<file path="src/design/fdc_bus_pkg.sv">
package fdc_bus_pkg;

	typedef logic [7:0] byte_t;
	typedef logic [1:0] reg_addr_t;

	// ==============================
	// host register map
	// ==============================
	localparam reg_addr_t A_COMMAND = 2'd0;  // write side
	localparam reg_addr_t A_STATUS  = 2'd0;  // read side
	localparam reg_addr_t A_TRACK   = 2'd1;
	localparam reg_addr_t A_SECTOR  = 2'd2;
	localparam reg_addr_t A_DATA    = 2'd3;

	// command codes, upper nibble of the command byte
	localparam logic [3:0] CMD_RESTORE    = 4'h0;
	localparam logic [3:0] CMD_SEEK       = 4'h1;
	localparam logic [3:0] CMD_STEP       = 4'h2;
	localparam logic [3:0] CMD_STEP_U     = 4'h3;
	localparam logic [3:0] CMD_STEP_IN    = 4'h4;
	localparam logic [3:0] CMD_STEP_IN_U  = 4'h5;
	localparam logic [3:0] CMD_STEP_OUT   = 4'h6;
	localparam logic [3:0] CMD_STEP_OUT_U = 4'h7;
	localparam logic [3:0] CMD_READ       = 4'h8;
	localparam logic [3:0] CMD_READ_M     = 4'h9;
	localparam logic [3:0] CMD_WRITE      = 4'hA;
	localparam logic [3:0] CMD_WRITE_M    = 4'hB;
	localparam logic [3:0] CMD_FORCE_INT  = 4'hD;

	// status bits; type I meaning first, type II second where they differ
	localparam int ST_BUSY        = 0;
	localparam int ST_INDEX       = 1;
	localparam int ST_DRQ         = 1;
	localparam int ST_TRACK0      = 2;
	localparam int ST_LOST_DATA   = 2;
	localparam int ST_CRC_ERR     = 3;
	localparam int ST_SEEK_ERR    = 4;  // record not found in type II
	localparam int ST_HEAD_LOADED = 5;
	localparam int ST_WR_FAULT    = 5;
	localparam int ST_WPROT       = 6;
	localparam int ST_NOT_READY   = 7;

	// ==============================
	// structs
	// ==============================
	typedef struct packed {
		logic      rd;
		logic      wr;
		reg_addr_t addr;
		byte_t     wdata;
	} host_bus_t;

	typedef struct packed {
		logic  issue;  // one cycle per accepted command
		byte_t code;
	} cmd_t;

	typedef struct packed {
		logic  track_ld;
		byte_t track;
		logic  sector_inc;
		logic  data_ld;
		byte_t data;
		logic  data_clr;   // drop a pending data access
	} reg_upd_t;

	typedef struct packed {
		logic busy;
		logic drq;
		logic intrq;
		logic head_loaded;
		logic seek_err;
		logic wr_fault;
		logic lost_data;
		logic cmd_mode;    // 0 type I status, 1 type II
		logic track0;
	} fdc_flags_t;

endpackage

</file>
<file path="src/design/fdc_disk_pkg.sv">
package fdc_disk_pkg;

	typedef logic [7:0]  track_t;
	typedef logic [7:0]  sector_t;
	typedef logic [19:0] img_addr_t;   // byte address into the image
	typedef logic [10:0] sec_len_t;    // up to 1024 bytes
	typedef logic [2:0]  size_code_t;

	// ==============================
	// image memory port
	// ==============================
	// read data comes back one cycle after rd
	typedef struct packed {
		logic       rd;
		logic       wr;
		img_addr_t  addr;
		logic [7:0] wdata;
	} img_req_t;

	// where the head is, as the geometry block sees it
	typedef struct packed {
		track_t  track;
		logic    side;
		sector_t sector;
	} disk_pos_t;

endpackage

</file>
<file path="src/design/fdc_geometry.sv">
`timescale 1ns/1ps

module fdc_geometry (
	input  fdc_disk_pkg::size_code_t size_code,
	input  logic                     layout,     // 0 track-side-sector, 1 side-track-sector
	input  fdc_disk_pkg::img_addr_t  disk_size,
	input  fdc_disk_pkg::disk_pos_t  pos,
	input  fdc_disk_pkg::sec_len_t   byte_idx,
	output fdc_disk_pkg::sector_t    spt,
	output fdc_disk_pkg::sec_len_t   sec_len,
	output fdc_disk_pkg::img_addr_t  img_addr
);
	import fdc_disk_pkg::*;

	logic [1:0] len_code;   // sector is 128 << len_code
	img_addr_t  trk_idx;
	img_addr_t  side_off;
	img_addr_t  sec_base;

	// ==============================
	// fixed track table
	// ==============================
	always_comb begin
		case (size_code)
			3'd0:    spt = 8'd26;
			3'd1:    spt = 8'd16;
			3'd2:    spt = 8'd9;
			3'd3:    spt = 8'd5;
			3'd4:    spt = 8'd10;
			default: spt = 8'd26;
		endcase
		case (size_code)
			3'd0:    len_code = 2'd0;
			3'd1:    len_code = 2'd1;
			3'd2:    len_code = 2'd2;
			3'd3:    len_code = 2'd3;
			3'd4:    len_code = 2'd2;
			default: len_code = 2'd0;
		endcase
		sec_len = sec_len_t'(128) << len_code;
	end

	// ==============================
	// image address
	// ==============================
	always_comb begin
		if (layout) begin
			// second side lives in the upper half of the image
			trk_idx  = img_addr_t'(pos.track);
			side_off = pos.side ? (disk_size >> 1) : '0;
		end else begin
			trk_idx  = img_addr_t'({pos.track, pos.side}); // track*2 + side
			side_off = '0;
		end
		sec_base = trk_idx * img_addr_t'(spt) + img_addr_t'(pos.sector) - img_addr_t'(1);
		// sector sizes are powers of two
		img_addr = side_off + (sec_base << (7 + len_code)) + img_addr_t'(byte_idx);
	end

endmodule

</file>
<file path="src/design/fdc_regs.sv">
`timescale 1ns/1ps

module fdc_regs (
	input  logic                    clk_sys,
	input  logic                    reset,
	input  fdc_bus_pkg::host_bus_t  host,
	output fdc_bus_pkg::byte_t      dout,
	input  fdc_bus_pkg::fdc_flags_t flags,
	input  fdc_bus_pkg::reg_upd_t   upd,
	input  logic                    ready,
	input  logic                    wp,
	output fdc_bus_pkg::cmd_t       cmd,
	output logic                    data_ack,
	output logic                    intrq_ack,
	output fdc_disk_pkg::track_t    track_reg,
	output fdc_disk_pkg::sector_t   sector_reg,
	output fdc_bus_pkg::byte_t      data_reg
);
	import fdc_bus_pkg::*;

	logic      rd_q;
	logic      wr_q;
	logic      rd_rise;
	logic      rd_fall;
	logic      wr_rise;
	logic      wr_fall;
	reg_addr_t cur_addr;   // register of the access in progress
	logic      cmd_issue;
	byte_t     cmd_code;
	logic      cmd_ok;
	byte_t     status;

	assign rd_rise = host.rd & ~rd_q;
	assign rd_fall = rd_q & ~host.rd;
	assign wr_rise = host.wr & ~wr_q;
	assign wr_fall = wr_q & ~host.wr;

	// force interrupt gets through even while busy
	assign cmd_ok = ~flags.busy | (host.wdata[7:4] == CMD_FORCE_INT);

	always_comb begin
		cmd.issue = cmd_issue;
		cmd.code  = cmd_code;
	end

	// ==============================
	// strobes and registers
	// ==============================
	always_ff @(posedge clk_sys) begin
		if (reset) begin
			rd_q       <= 1'b0;
			wr_q       <= 1'b0;
			cur_addr   <= A_STATUS;
			cmd_issue  <= 1'b0;
			data_ack   <= 1'b0;
			intrq_ack  <= 1'b0;
			track_reg  <= '0;
			sector_reg <= 8'd1;
			data_reg   <= '0;
		end else begin
			rd_q      <= host.rd;
			wr_q      <= host.wr;
			cmd_issue <= 1'b0;
			intrq_ack <= rd_fall && (cur_addr == A_STATUS);

			if (rd_rise || wr_rise)
				cur_addr <= host.addr;

			if (upd.data_clr)
				data_ack <= 1'b0;
			if ((rd_fall || wr_fall) && (cur_addr == A_DATA))
				data_ack <= 1'b1;     // byte taken or given

			if (wr_rise) begin
				case (host.addr)
					A_COMMAND: cmd_issue <= cmd_ok;
					A_TRACK:   if (!flags.busy) track_reg <= host.wdata;
					A_SECTOR:  if (!flags.busy) sector_reg <= host.wdata;
					A_DATA:    data_reg <= host.wdata;
				endcase
			end

			// sequencer updates win over the host
			if (upd.track_ld)
				track_reg <= upd.track;
			if (upd.sector_inc)
				sector_reg <= sector_reg + 1'b1;
			if (upd.data_ld)
				data_reg <= upd.data;
		end
	end

	always_ff @(posedge clk_sys) begin
		if (wr_rise && (host.addr == A_COMMAND))
			cmd_code <= host.wdata;
	end

	// ==============================
	// status and read mux
	// ==============================
	always_comb begin
		status               = '0;
		status[ST_BUSY]      = flags.busy;
		status[ST_CRC_ERR]   = 1'b0;               // no crc in an image
		status[ST_SEEK_ERR]  = flags.seek_err | ~ready;
		status[ST_WPROT]     = wp;
		status[ST_NOT_READY] = ~ready;
		if (flags.cmd_mode) begin
			status[ST_DRQ]       = flags.drq;
			status[ST_LOST_DATA] = flags.lost_data;
			status[ST_WR_FAULT]  = flags.wr_fault;
		end else begin
			status[ST_INDEX]       = 1'b0;   // no index pulse
			status[ST_TRACK0]      = flags.track0;
			status[ST_HEAD_LOADED] = flags.head_loaded;
		end
	end

	always_comb begin
		case (host.addr)
			A_STATUS: dout = status;
			A_TRACK:  dout = track_reg;
			A_SECTOR: dout = sector_reg;
			default:  dout = data_reg;
		endcase
	end

endmodule

</file>
<file path="src/design/fdc_seq.sv">
`timescale 1ns/1ps

module fdc_seq #(
	parameter int SETTLE_CYCLES     = 4000,
	parameter int DRQ_DELAY         = 15,
	parameter int LOST_DATA_TIMEOUT = 4096
) (
	input  logic                    clk_sys,
	input  logic                    reset,
	input  fdc_bus_pkg::cmd_t       cmd,
	input  logic                    data_ack,
	input  logic                    intrq_ack,
	input  fdc_disk_pkg::track_t    track_reg,
	input  fdc_disk_pkg::sector_t   sector_reg,
	input  fdc_bus_pkg::byte_t      data_reg,
	input  logic                    ready,
	input  logic                    wp,
	input  logic                    side,
	input  fdc_disk_pkg::sector_t   spt,
	input  fdc_disk_pkg::sec_len_t  sec_len,
	input  fdc_disk_pkg::img_addr_t img_addr,
	output fdc_disk_pkg::disk_pos_t pos,
	output fdc_disk_pkg::sec_len_t  byte_idx,
	output fdc_bus_pkg::reg_upd_t   upd,
	output fdc_bus_pkg::fdc_flags_t flags,
	output fdc_disk_pkg::img_req_t  img,
	input  fdc_bus_pkg::byte_t      img_rdata
);
	import fdc_bus_pkg::*;
	import fdc_disk_pkg::*;

	localparam int CNT_W = $clog2(SETTLE_CYCLES + DRQ_DELAY + LOST_DATA_TIMEOUT + 1);

	typedef enum logic [3:0] {
		S_IDLE,
		S_SETTLE,
		S_SEARCH,
		S_RD_ISSUE,
		S_RD_CAPTURE,
		S_RD_WAIT,
		S_WR_WAIT,
		S_WR_COMMIT,
		S_END
	} state_t;

	state_t           state;
	logic [CNT_W-1:0] cnt;          // settle, drq delay and lost data timer
	track_t           head_track;   // real head position
	logic             step_dir;     // 1 = towards track 0
	logic             multi;
	logic             is_write;
	logic             busy;
	logic             drq;
	logic             intrq;
	logic             head_loaded;
	logic             seek_err;
	logic             wr_fault;
	logic             lost_data;
	logic             cmd_mode;

	logic [3:0] op;
	logic       cmd_go;
	logic       step_out;
	track_t     step_track;
	track_t     seek_track;
	logic       cnt_zero;
	logic       in_wait;
	logic       xfer_done;
	logic       byte_step;
	logic       byte_last;

	assign op       = cmd.code[7:4];
	assign cmd_go   = cmd.issue & ((state == S_IDLE) | (state == S_END) | (op == CMD_FORCE_INT));
	assign cnt_zero = (cnt == '0);
	assign in_wait  = (state == S_RD_WAIT) | (state == S_WR_WAIT);
	assign xfer_done = in_wait & drq & (data_ack | cnt_zero);   // taken, or timed out
	// next byte: read handed over, write committed, or write lost
	assign byte_step = ((state == S_RD_WAIT) & xfer_done)
		| ((state == S_WR_WAIT) & xfer_done & ~data_ack)
		| (state == S_WR_COMMIT);
	assign byte_last = (byte_idx == sec_len - 1'b1);

	// ==============================
	// head movement
	// ==============================
	always_comb begin
		step_out = cmd.code[6] ? cmd.code[5] : step_dir;
		if (!step_out)
			step_track = head_track + 1'b1;
		else if (head_track == '0)
			step_track = head_track;      // already at the stop
		else
			step_track = head_track - 1'b1;
		seek_track = head_track + (data_reg - track_reg);
	end

	// ==============================
	// register updates, image port, flags
	// ==============================
	always_comb begin
		upd            = '0;
		upd.sector_inc = byte_step & byte_last & multi;
		upd.data_ld    = (state == S_RD_CAPTURE);
		upd.data       = img_rdata;
		upd.data_clr   = in_wait & (cnt_zero | (drq & data_ack));
		if (cmd_go) begin
			case (op)
				CMD_RESTORE: begin
					upd.track_ld = 1'b1;
					upd.track    = '0;
				end
				CMD_SEEK: begin
					upd.track_ld = 1'b1;
					upd.track    = data_reg;
				end
				CMD_STEP_U, CMD_STEP_IN_U, CMD_STEP_OUT_U: begin
					upd.track_ld = 1'b1;
					upd.track    = step_track;
				end
				default: ;
			endcase
		end
	end

	always_comb begin
		img.rd    = (state == S_RD_ISSUE);
		img.wr    = (state == S_WR_COMMIT);
		img.addr  = img_addr;
		img.wdata = data_reg;

		pos.track  = head_track;
		pos.side   = side;
		pos.sector = sector_reg;

		flags.busy        = busy;
		flags.drq         = drq;
		flags.intrq       = intrq;
		flags.head_loaded = head_loaded;
		flags.seek_err    = seek_err;
		flags.wr_fault    = wr_fault;
		flags.lost_data   = lost_data;
		flags.cmd_mode    = cmd_mode;
		flags.track0      = (head_track == '0);
	end

	// ==============================
	// sequencer
	// ==============================
	always_ff @(posedge clk_sys) begin
		if (reset) begin
			state       <= S_IDLE;
			cnt         <= '0;
			head_track  <= '0;
			step_dir    <= 1'b0;
			multi       <= 1'b0;
			is_write    <= 1'b0;
			byte_idx    <= '0;
			busy        <= 1'b0;
			drq         <= 1'b0;
			intrq       <= 1'b0;
			head_loaded <= 1'b0;
			seek_err    <= 1'b0;
			wr_fault    <= 1'b0;
			lost_data   <= 1'b0;
			cmd_mode    <= 1'b0;
		end else begin
			if (intrq_ack)
				intrq <= 1'b0;     // status was read
			if (!cnt_zero)
				cnt <= cnt - 1'b1;

			case (state)
				S_IDLE: ;
				S_SETTLE: if (cnt_zero) begin
					busy  <= 1'b0;
					state <= S_END;
				end
				S_SEARCH: begin
					byte_idx <= '0;
					// record not found
					if (!ready || sector_reg == '0 || sector_reg > spt) begin
						seek_err <= 1'b1;
						state    <= S_END;
					end else if (is_write) begin
						cnt   <= CNT_W'(DRQ_DELAY - 1);
						state <= S_WR_WAIT;
					end else begin
						state <= S_RD_ISSUE;
					end
				end
				S_RD_ISSUE: state <= S_RD_CAPTURE;
				S_RD_CAPTURE: begin
					cnt   <= CNT_W'(DRQ_DELAY - 1);
					state <= S_RD_WAIT;
				end
				S_RD_WAIT, S_WR_WAIT: begin
					if (!drq) begin
						if (cnt_zero) begin
							drq <= 1'b1;
							cnt <= CNT_W'(LOST_DATA_TIMEOUT - 1);
						end
					end else if (xfer_done) begin
						drq <= 1'b0;
						if (!data_ack)
							lost_data <= 1'b1;
						if (state == S_WR_WAIT && data_ack)
							state <= S_WR_COMMIT;
					end
				end
				S_WR_COMMIT: ;    // byte goes out on img.wr
				S_END: begin
					busy  <= 1'b0;
					drq   <= 1'b0;
					intrq <= 1'b1;
					state <= S_IDLE;
				end
				default: state <= S_IDLE;
			endcase

			if (byte_step) begin
				cnt <= CNT_W'(DRQ_DELAY - 1);
				if (byte_last)
					state <= multi ? S_SEARCH : S_END;
				else begin
					byte_idx <= byte_idx + 1'b1;
					state    <= is_write ? S_WR_WAIT : S_RD_ISSUE;
				end
			end

			// command decode overrides the running state
			if (cmd_go) begin
				intrq <= 1'b0;
				if (!op[3]) begin   // type I
					busy        <= 1'b1;
					cmd_mode    <= 1'b0;
					head_loaded <= cmd.code[3];
					seek_err    <= 1'b0;
					cnt         <= CNT_W'(SETTLE_CYCLES - 1);
					state       <= S_SETTLE;
				end
				case (op)
					CMD_RESTORE: begin
						head_track <= '0;
						step_dir   <= 1'b1;
					end
					CMD_SEEK: begin
						head_track <= seek_track;
						step_dir   <= (data_reg < track_reg);
					end
					CMD_STEP, CMD_STEP_U, CMD_STEP_IN, CMD_STEP_IN_U,
					CMD_STEP_OUT, CMD_STEP_OUT_U: begin
						step_dir   <= step_out;
						head_track <= step_track;
					end
					CMD_READ, CMD_READ_M, CMD_WRITE, CMD_WRITE_M: begin
						busy      <= 1'b1;
						drq       <= 1'b0;
						cmd_mode  <= 1'b1;
						multi     <= op[0];
						is_write  <= op[1];
						seek_err  <= 1'b0;
						wr_fault  <= 1'b0;
						lost_data <= 1'b0;
						state     <= S_SEARCH;
						if (op[1] && (wp || !ready)) begin
							wr_fault <= 1'b1;
							state    <= S_END;
						end
					end
					CMD_FORCE_INT: begin
						cmd_mode  <= 1'b0;
						drq       <= 1'b0;
						seek_err  <= 1'b0;
						wr_fault  <= 1'b0;
						lost_data <= 1'b0;
						if (state != S_IDLE)
							state <= S_END;
					end
					default: ;        // unsupported codes are ignored
				endcase
			end
		end
	end

endmodule

</file>
<file path="src/design/fdc_top.sv">
`timescale 1ns/1ps

module fdc_top #(
	parameter int SETTLE_CYCLES     = 4000,
	parameter int DRQ_DELAY         = 15,
	parameter int LOST_DATA_TIMEOUT = 4096
) (
	input  logic                     clk_sys,
	input  logic                     reset,
	input  fdc_bus_pkg::host_bus_t   host,
	output fdc_bus_pkg::byte_t       dout,
	output logic                     drq,
	output logic                     intrq,
	output logic                     busy,
	input  logic                     wp,
	input  logic                     ready,
	input  logic                     side,
	input  logic                     layout,
	input  fdc_disk_pkg::size_code_t size_code,
	input  fdc_disk_pkg::img_addr_t  disk_size,
	output fdc_disk_pkg::img_req_t   img,
	input  fdc_bus_pkg::byte_t       img_rdata
);
	import fdc_bus_pkg::*;
	import fdc_disk_pkg::*;

	cmd_t       cmd;
	logic       data_ack;
	logic       intrq_ack;
	track_t     track_reg;
	sector_t    sector_reg;
	byte_t      data_reg;
	fdc_flags_t flags;
	reg_upd_t   upd;
	disk_pos_t  pos;
	sec_len_t   byte_idx;
	sector_t    spt;
	sec_len_t   sec_len;
	img_addr_t  img_addr;

	assign drq   = flags.drq;
	assign intrq = flags.intrq;
	assign busy  = flags.busy;

	// ==============================
	// blocks
	// ==============================
	fdc_regs u_regs (
		.clk_sys    (clk_sys),
		.reset      (reset),
		.host       (host),
		.dout       (dout),
		.flags      (flags),
		.upd        (upd),
		.ready      (ready),
		.wp         (wp),
		.cmd        (cmd),
		.data_ack   (data_ack),
		.intrq_ack  (intrq_ack),
		.track_reg  (track_reg),
		.sector_reg (sector_reg),
		.data_reg   (data_reg)
	);

	fdc_seq #(
		.SETTLE_CYCLES     (SETTLE_CYCLES),
		.DRQ_DELAY         (DRQ_DELAY),
		.LOST_DATA_TIMEOUT (LOST_DATA_TIMEOUT)
	) u_seq (
		.clk_sys    (clk_sys),
		.reset      (reset),
		.cmd        (cmd),
		.data_ack   (data_ack),
		.intrq_ack  (intrq_ack),
		.track_reg  (track_reg),
		.sector_reg (sector_reg),
		.data_reg   (data_reg),
		.ready      (ready),
		.wp         (wp),
		.side       (side),
		.spt        (spt),
		.sec_len    (sec_len),
		.img_addr   (img_addr),
		.pos        (pos),
		.byte_idx   (byte_idx),
		.upd        (upd),
		.flags      (flags),
		.img        (img),
		.img_rdata  (img_rdata)
	);

	fdc_geometry u_geometry (
		.size_code (size_code),
		.layout    (layout),
		.disk_size (disk_size),
		.pos       (pos),
		.byte_idx  (byte_idx),
		.spt       (spt),
		.sec_len   (sec_len),
		.img_addr  (img_addr)
	);

endmodule

</file>
<file path="config.mk">
export PLATFORM = sky130hd
export DESIGN_NAME = fdc_top
export DESIGN_NICKNAME = d
export VERILOG_FILES = /design/src/design/fdc_bus_pkg.sv /design/src/design/fdc_disk_pkg.sv /design/src/design/fdc_geometry.sv /design/src/design/fdc_regs.sv /design/src/design/fdc_seq.sv /design/src/design/fdc_top.sv
export SDC_FILE = /design/constraint.sdc
export NUM_CORES = 1
export LEC_CHECK = 0
export ABC_AREA = 1
export BUFFER_PORTS_ARGS = -buffer_cell sky130_fd_sc_hd__buf_2
export CAP_MARGIN = 15
export CORE_ASPECT_RATIO = 1.75
export CORE_MARGIN = 3
export CORE_UTILIZATION = 35
export CTS_CLUSTER_DIAMETER = 50
export CTS_CLUSTER_SIZE = 30
export DETAILED_ROUTE_END_ITERATION = 16
export PLACE_DENSITY = 0.5
export SLEW_MARGIN = 20
export SYNTH_ARGS = -nofsm -noshare
export SYNTH_HDL_FRONTEND = slang
export SYNTH_SLANG_ARGS = --single-unit
</file>
<file path="constraint.sdc">
create_clock -name clk_sys -period 20 [get_ports clk_sys]
set_clock_uncertainty 0.15 [all_clocks]
set_input_delay 2 -clock clk_sys [delete_from_list [all_inputs] [get_ports clk_sys]]
set_output_delay 2 -clock clk_sys [all_outputs]
set_load 0.01 [all_outputs]
</file>
* Word level (Yosys, flattened, before mapping) *
Index checks and enable logic that the tools add are counted.

word-level totals
  register bits after elaboration = 86
  input bits = 49
  output and inout port bits = 41
  logic and storage cells = 237

operators by class
  add/sub/neg operators = 13
  multiply operators = 1
  $lt $le $gt $ge = 2
  equality and inequality tests = 33
  shift operators = 2
  mux-type cells = 82
  bitwise gates (word level) = 33
  reductions and logical operators = 46

operator list
  kind                     number
  $mux W13                 8
  $mux W8                  12
  $mux W4                  12
  $pmux W8 S3              2
  $pmux W13 S3             1
  $mux W11                 3
  $eq A4 B3 Y1 const B     8
  $shl A20 B32 Y20         1
  $eq A4 B4 Y1 const B     7
  $mux W1                  28
  $pmux W9 S3              1
  $pmux W4 S6              1
  $add A20 B11 Y20         1
  $add A20 B20 Y20         1
  $add A20 B8 Y20          1
  $mux W20                 1
  $pmux W5 S4              1
  $sub A20 B1 Y20 const B  1
  $mux W19                 1
  $mux W9                  2
  $reduce_bool A2 Y1       9
  $add A8 B1 Y8 const B    2
  $eq A4 B2 Y1 const B     4
  $logic_not A8 Y1         2
  44 further kinds         102

* Depth between registers and ports, before layout *
  depth after elaboration = 13
  mapped depth = 46
  gate-level depth less buffers = 46

* Hierarchy *
Synthesis repeated with hierarchy kept, for this count alone.

unflattened totals
  cells, all modules = 1746
  area total of the unflattened synthesis = 11279.6 um^2

modules (own cells, without submodules)
  module        instances  cells each  area an instance (um^2)  sequential area each (um^2)
  fdc_seq       1          790         4984.8                   940.9
  fdc_geometry  1          680         4282.9                   0.0
  fdc_regs      1          276         2011.9                   860.8

* Worst setup path before layout *
OpenSTA, ideal clock, no wires.

  kind = input to output
  start = in layout
  end = out img[25] (netlist name)
  arrival time = 8.815 ns
  data required time = 17.850 ns
  setup slack = 9.035 ns
  stages on the path = 36
  path buffers = 2
  cells stage by stage = clkbuf_1 -> clkbuf_1 -> nand2_1 -> o21ai_0 -> nand2_1 -> fa_1 -> fa_1 -> inv_1 -> fa_1 -> ha_1 -> nand2_1 -> nand3_1 -> xnor2_1 -> ha_1 -> inv_1 -> ha_1 -> nand2_1 -> o21ai_0 -> xor2_1 -> nand2_1 -> o21ai_0 -> inv_1 -> o21ai_0 -> o21ai_0 -> fa_1 -> inv_1 -> ha_1 -> nand2_1 -> nor2_1 -> nand2_1 -> o211ai_1 -> a31oi_1 -> o21ai_0 -> a31oi_1 -> o21ai_0 -> xor2_1

RTL lines
  item             RTL line       source
  start, declared  fdc_top.sv:18  input logic layout,
  end, declared    fdc_top.sv:21  output fdc_disk_pkg::img_req_t img,

==> key figures <==
Power
  – Power Dens Cells: 64.06 nW/um2
  – Switching power: 0.2973 mW
  – Worst VDD drop: between 0.00004 and 0.00005 V
  – Comb pwr share: a little under half
  – Sw frac: between 40% and 50%
  – Reg power frac: about 28%
  – Internal power: 0.3956 mW
  – Clock power frac: 24.8%
  – Cell leakage power: 5.315 nW
  – Power consumption: 0.6929 mW

Critical path
  – Worst reg2reg path depth: 10
  – Worst R2R Start: u_seq.state[1]$_SDFF_PP0_
  – Startpoint Class: primary input
  – Critical path required time: 17,850 ps
  – R2r endpoint: u_regs.track_reg[3]$_SDFFE_PP0P_
  – Crit. Startpoint: size_code[0]
  – CP peak stage delay: 560 ps
  – Critical Path Most Common Cell: nand2_1
  – Crit path capture: img[27]
  – FF-to-FF setup slack: around 17,000 ps
  – Worst EP arrival: 11,040 ps
  – Slowest CP cell: fa_1
  – WS Path Type: primary input to primary output
  – CP Max Fanout: 26
  – Nature of the critical path endpoint: primary output

Clocking
  – H-tree depth: 3
  – Worst skew pair latency: roughly 360 ps
  – CTS tree: yes
  – Clk buf depth: 2
  – CTS root buf: clkbuf_16
  – CTS resizes: 0
  – Cts bufs inserted: 9
  – Sink Count: 83
  – Setup Fix Bufs, Post-CTS: 0
  – Cts hold-fix bufs: 0
  – Reg clk slew, reported paths: 70 ps

Synthesis
  – Cell count after synthesis: 1,488
  – Synth Area in Compound Gates: 18.37%
  – Synth Area in Simple Gates: roughly a quarter
  – Post-synth top flop: dfxtp_1
  – Multiplexer share of the synthesized area: less than 1%
  – Asr flop ratio synth: 0%
  – Synth Area in Adders: 21.22%
  – Syn avg cell area: 6.523 um2
  – Number of distinct library cells after synthesis: 54
  – Post-synth EDFFs: 5
  – Largest family of logic cells by synthesized area: simple AND/OR/NAND/NOR gates
  – Yosys warnings: 0
  – Sequential cell area fraction in the yosys report: between 10% and 20%
  – XOR/XNOR Fraction of Synth Area: 4.963%
  – Cell area after synthesis: 9706 um2
  – Flops & latches, synth: 83

Timing
  – Slew headroom: 38.58%
  – Hold slack: approximately 310 ps
  – Final setup viols: 0
  – Final Cycle Share: 65.95%
  – Fin crit period: between 10,000 and 15,000 ps
  – TNS Setup: 0 ps
  – Worst Tran Pin Value: 920.3 ps
  – Final hold vios: 0
  – Fmax: 75.81 MHz
  – RSZ-0062 raised after global routing: no
  – Final Max Tran Viols: 0

Finish
  – Antenna diodes: 0
  – Layout net count: between 1.5k and 2k
  – Most frequent cells in the layout: nand2_1, inv_1, nor2_1
  – Area Overhead vs Synth: 11.45%
  – Max FFs per register: 13
  – Top flop regs: u_seq.cnt: 13 flops, u_seq.byte_idx: 11 flops
  – Biggest register: u_seq.cnt
  – Share of layout cells above drive strength 1: 8.668%
  – Most common cell after layout, fill and taps aside: nand2_1
  – Layout fillers: 3,084

Run status
  – Status: finished, final reports clean

Die
  – FP Rows: 80
  – Die Y: 226.3 um
  – Die Area: 29,840 um2
  – Initial core utilization: 35.52%
  – Core ar.: 27,330 um2
  – IO Count: 90
  – Width of the die: 131.9 um

Placed design
  – Hpwl dp: 24,600 um
  – Port Buffers: about 90
  – Final RePlAce weighted congestion: 0.8543

Routing
  – Avg Vias per Cell: 4.989
  – Routed vias: 9,668
  – Wire per inst: 15.22 um
  – Initial DRC Count: slightly above 400
  – DRT antenna net count: 0
  – Routed WL: 29,500 um
  – DR pass1 iterations: 5
  – DRC Markers: 0

Global routing
  – First-pass GRT wire length: 47,930 um
  – Overall routing resource usage: 19.88%
  – Gr ovfl total: 0
  – Largest net degree at the start of global routing: 51
  – Antenna violations before repair: 0
  – Vias in the first global route: 9,576

Min path
  – HP Class: register to register

Flow run
  – Max Cap Violations: 0
-- stage by stage --
step	std cells	worst slack [ps]	cell area [um2]	util, %
after global routing	1938	6045	10820	39.58
after floorplan	1490	9035	9713	-
after detailed placement	1922	6787	10520	38.48
after CTS	1938	6732	10820	39.58
after global placement	1922	6767	10520	38.48
final	1938	6809	10820	39.58
-- cells by family (layout without fill, tap and decap cells) --
family	Yosys count	count (layout)
and+or+nand+nor	602	602
AOI/OAI and AO/OA	313	313
buffers and inverters	292	371
adders and majority gates	140	140
DFF	83	83
xor gates and xnor gates	55	55
other	2	4
muxes	1	1
-- worst max-delay path, delay by kind of cell --
kind | cells | cell delay (ps)
adders and majority gates | 7 | 2980
and+or+nand+nor | 18 | 2970
buffers and inverters | 10 | 1240
AOI/OAI and AO/OA | 5 | 1060
xor gates and xnor gates | 3 | 740
-- layout make-up --
class / count / area, um2 / area share [%]
multi-input combinational: 1115 / 6892 / 63.71
sequential: 83 / 1712 / 15.82
inverter: 266 / 1003 / 9.277
tap: 369 / 461.7 / 4.268
timing repair buffer: 89 / 447.9 / 4.141
clock buffer: 10 / 250.2 / 2.313
clock inverter: 6 / 50.05 / 0.4627
-- metal layers --
layer | part of all wire (%) | track usage [%] | wire length (um) | up-vias
met3 | 2.1 | 1.776 | 619 | 38
met5 | 0 | 0 | 0 | -
met1 | 39 | 20.53 | 11520 | 4471
met2 | 56 | 40.73 | 16520 | 157
met4 | 2.9 | 7.392 | 842 | 0
li1 | - | - | - | 5002
-- cells in the mapped netlist, drive strengths merged (12+ instances only) --
| master | count | area share (%) |
|---|---|---|
| xnor2 | 14 | 1.3 |
| nand3 | 77 | 4.2 |
| nor2 | 161 | 6.9 |
| xor2 | 41 | 3.7 |
| a21oi | 116 | 6.1 |
| nand4 | 14 | 0.90 |
| nand2 | 321 | 13 |
| nor3 | 20 | 1.0 |
| o211ai | 12 | 1.1 |
| inv | 262 | 10 |
| o21ai | 113 | 5.8 |
| o22ai | 14 | 0.90 |
| ha | 99 | 13 |
| dfxtp | 78 | 16 |
| a31oi | 25 | 1.6 |
| clkbuf | 22 | 0.85 |
| fa | 41 | 8.5 |
-- how the worst min path moves through the flow --
stage / startpoint / to / slack, ps / cells after the start
2_1_floorplan: u_regs.cur_addr[1]$_SDFFE_PP0P_ / u_regs.intrq_ack$_SDFF_PP0_ / 260 / 1
3_3_place_gp: u_seq.seek_err$_SDFF_PP0_ / u_seq.seek_err$_SDFF_PP0_ / 290 / 2
3_5_place_dp: u_seq.seek_err$_SDFF_PP0_ / u_seq.seek_err$_SDFF_PP0_ / 300 / 2
4_1_cts: u_seq.seek_err$_SDFF_PP0_ / u_seq.seek_err$_SDFF_PP0_ / 310 / 2
5_1_grt: u_regs.cur_addr[1]$_SDFFE_PP0P_ / u_regs.intrq_ack$_SDFF_PP0_ / 330 / 1
6_report: u_seq.head_loaded$_SDFFE_PP0P_ / u_seq.head_loaded$_SDFFE_PP0P_ / 310 / 2
-- power by group through the flow --
stage	combinational [mW]	clock, mW	sequential (mW)
after floorplan	0.245	0	0.193
after global placement	0.332	0	0.195
after detailed placement	0.333	0	0.195
after CTS	0.336	0.178	0.191
after global routing	0.384	0.183	0.193
final	0.329	0.172	0.191
No activity file was read; power rests on OpenSTA's default activity.
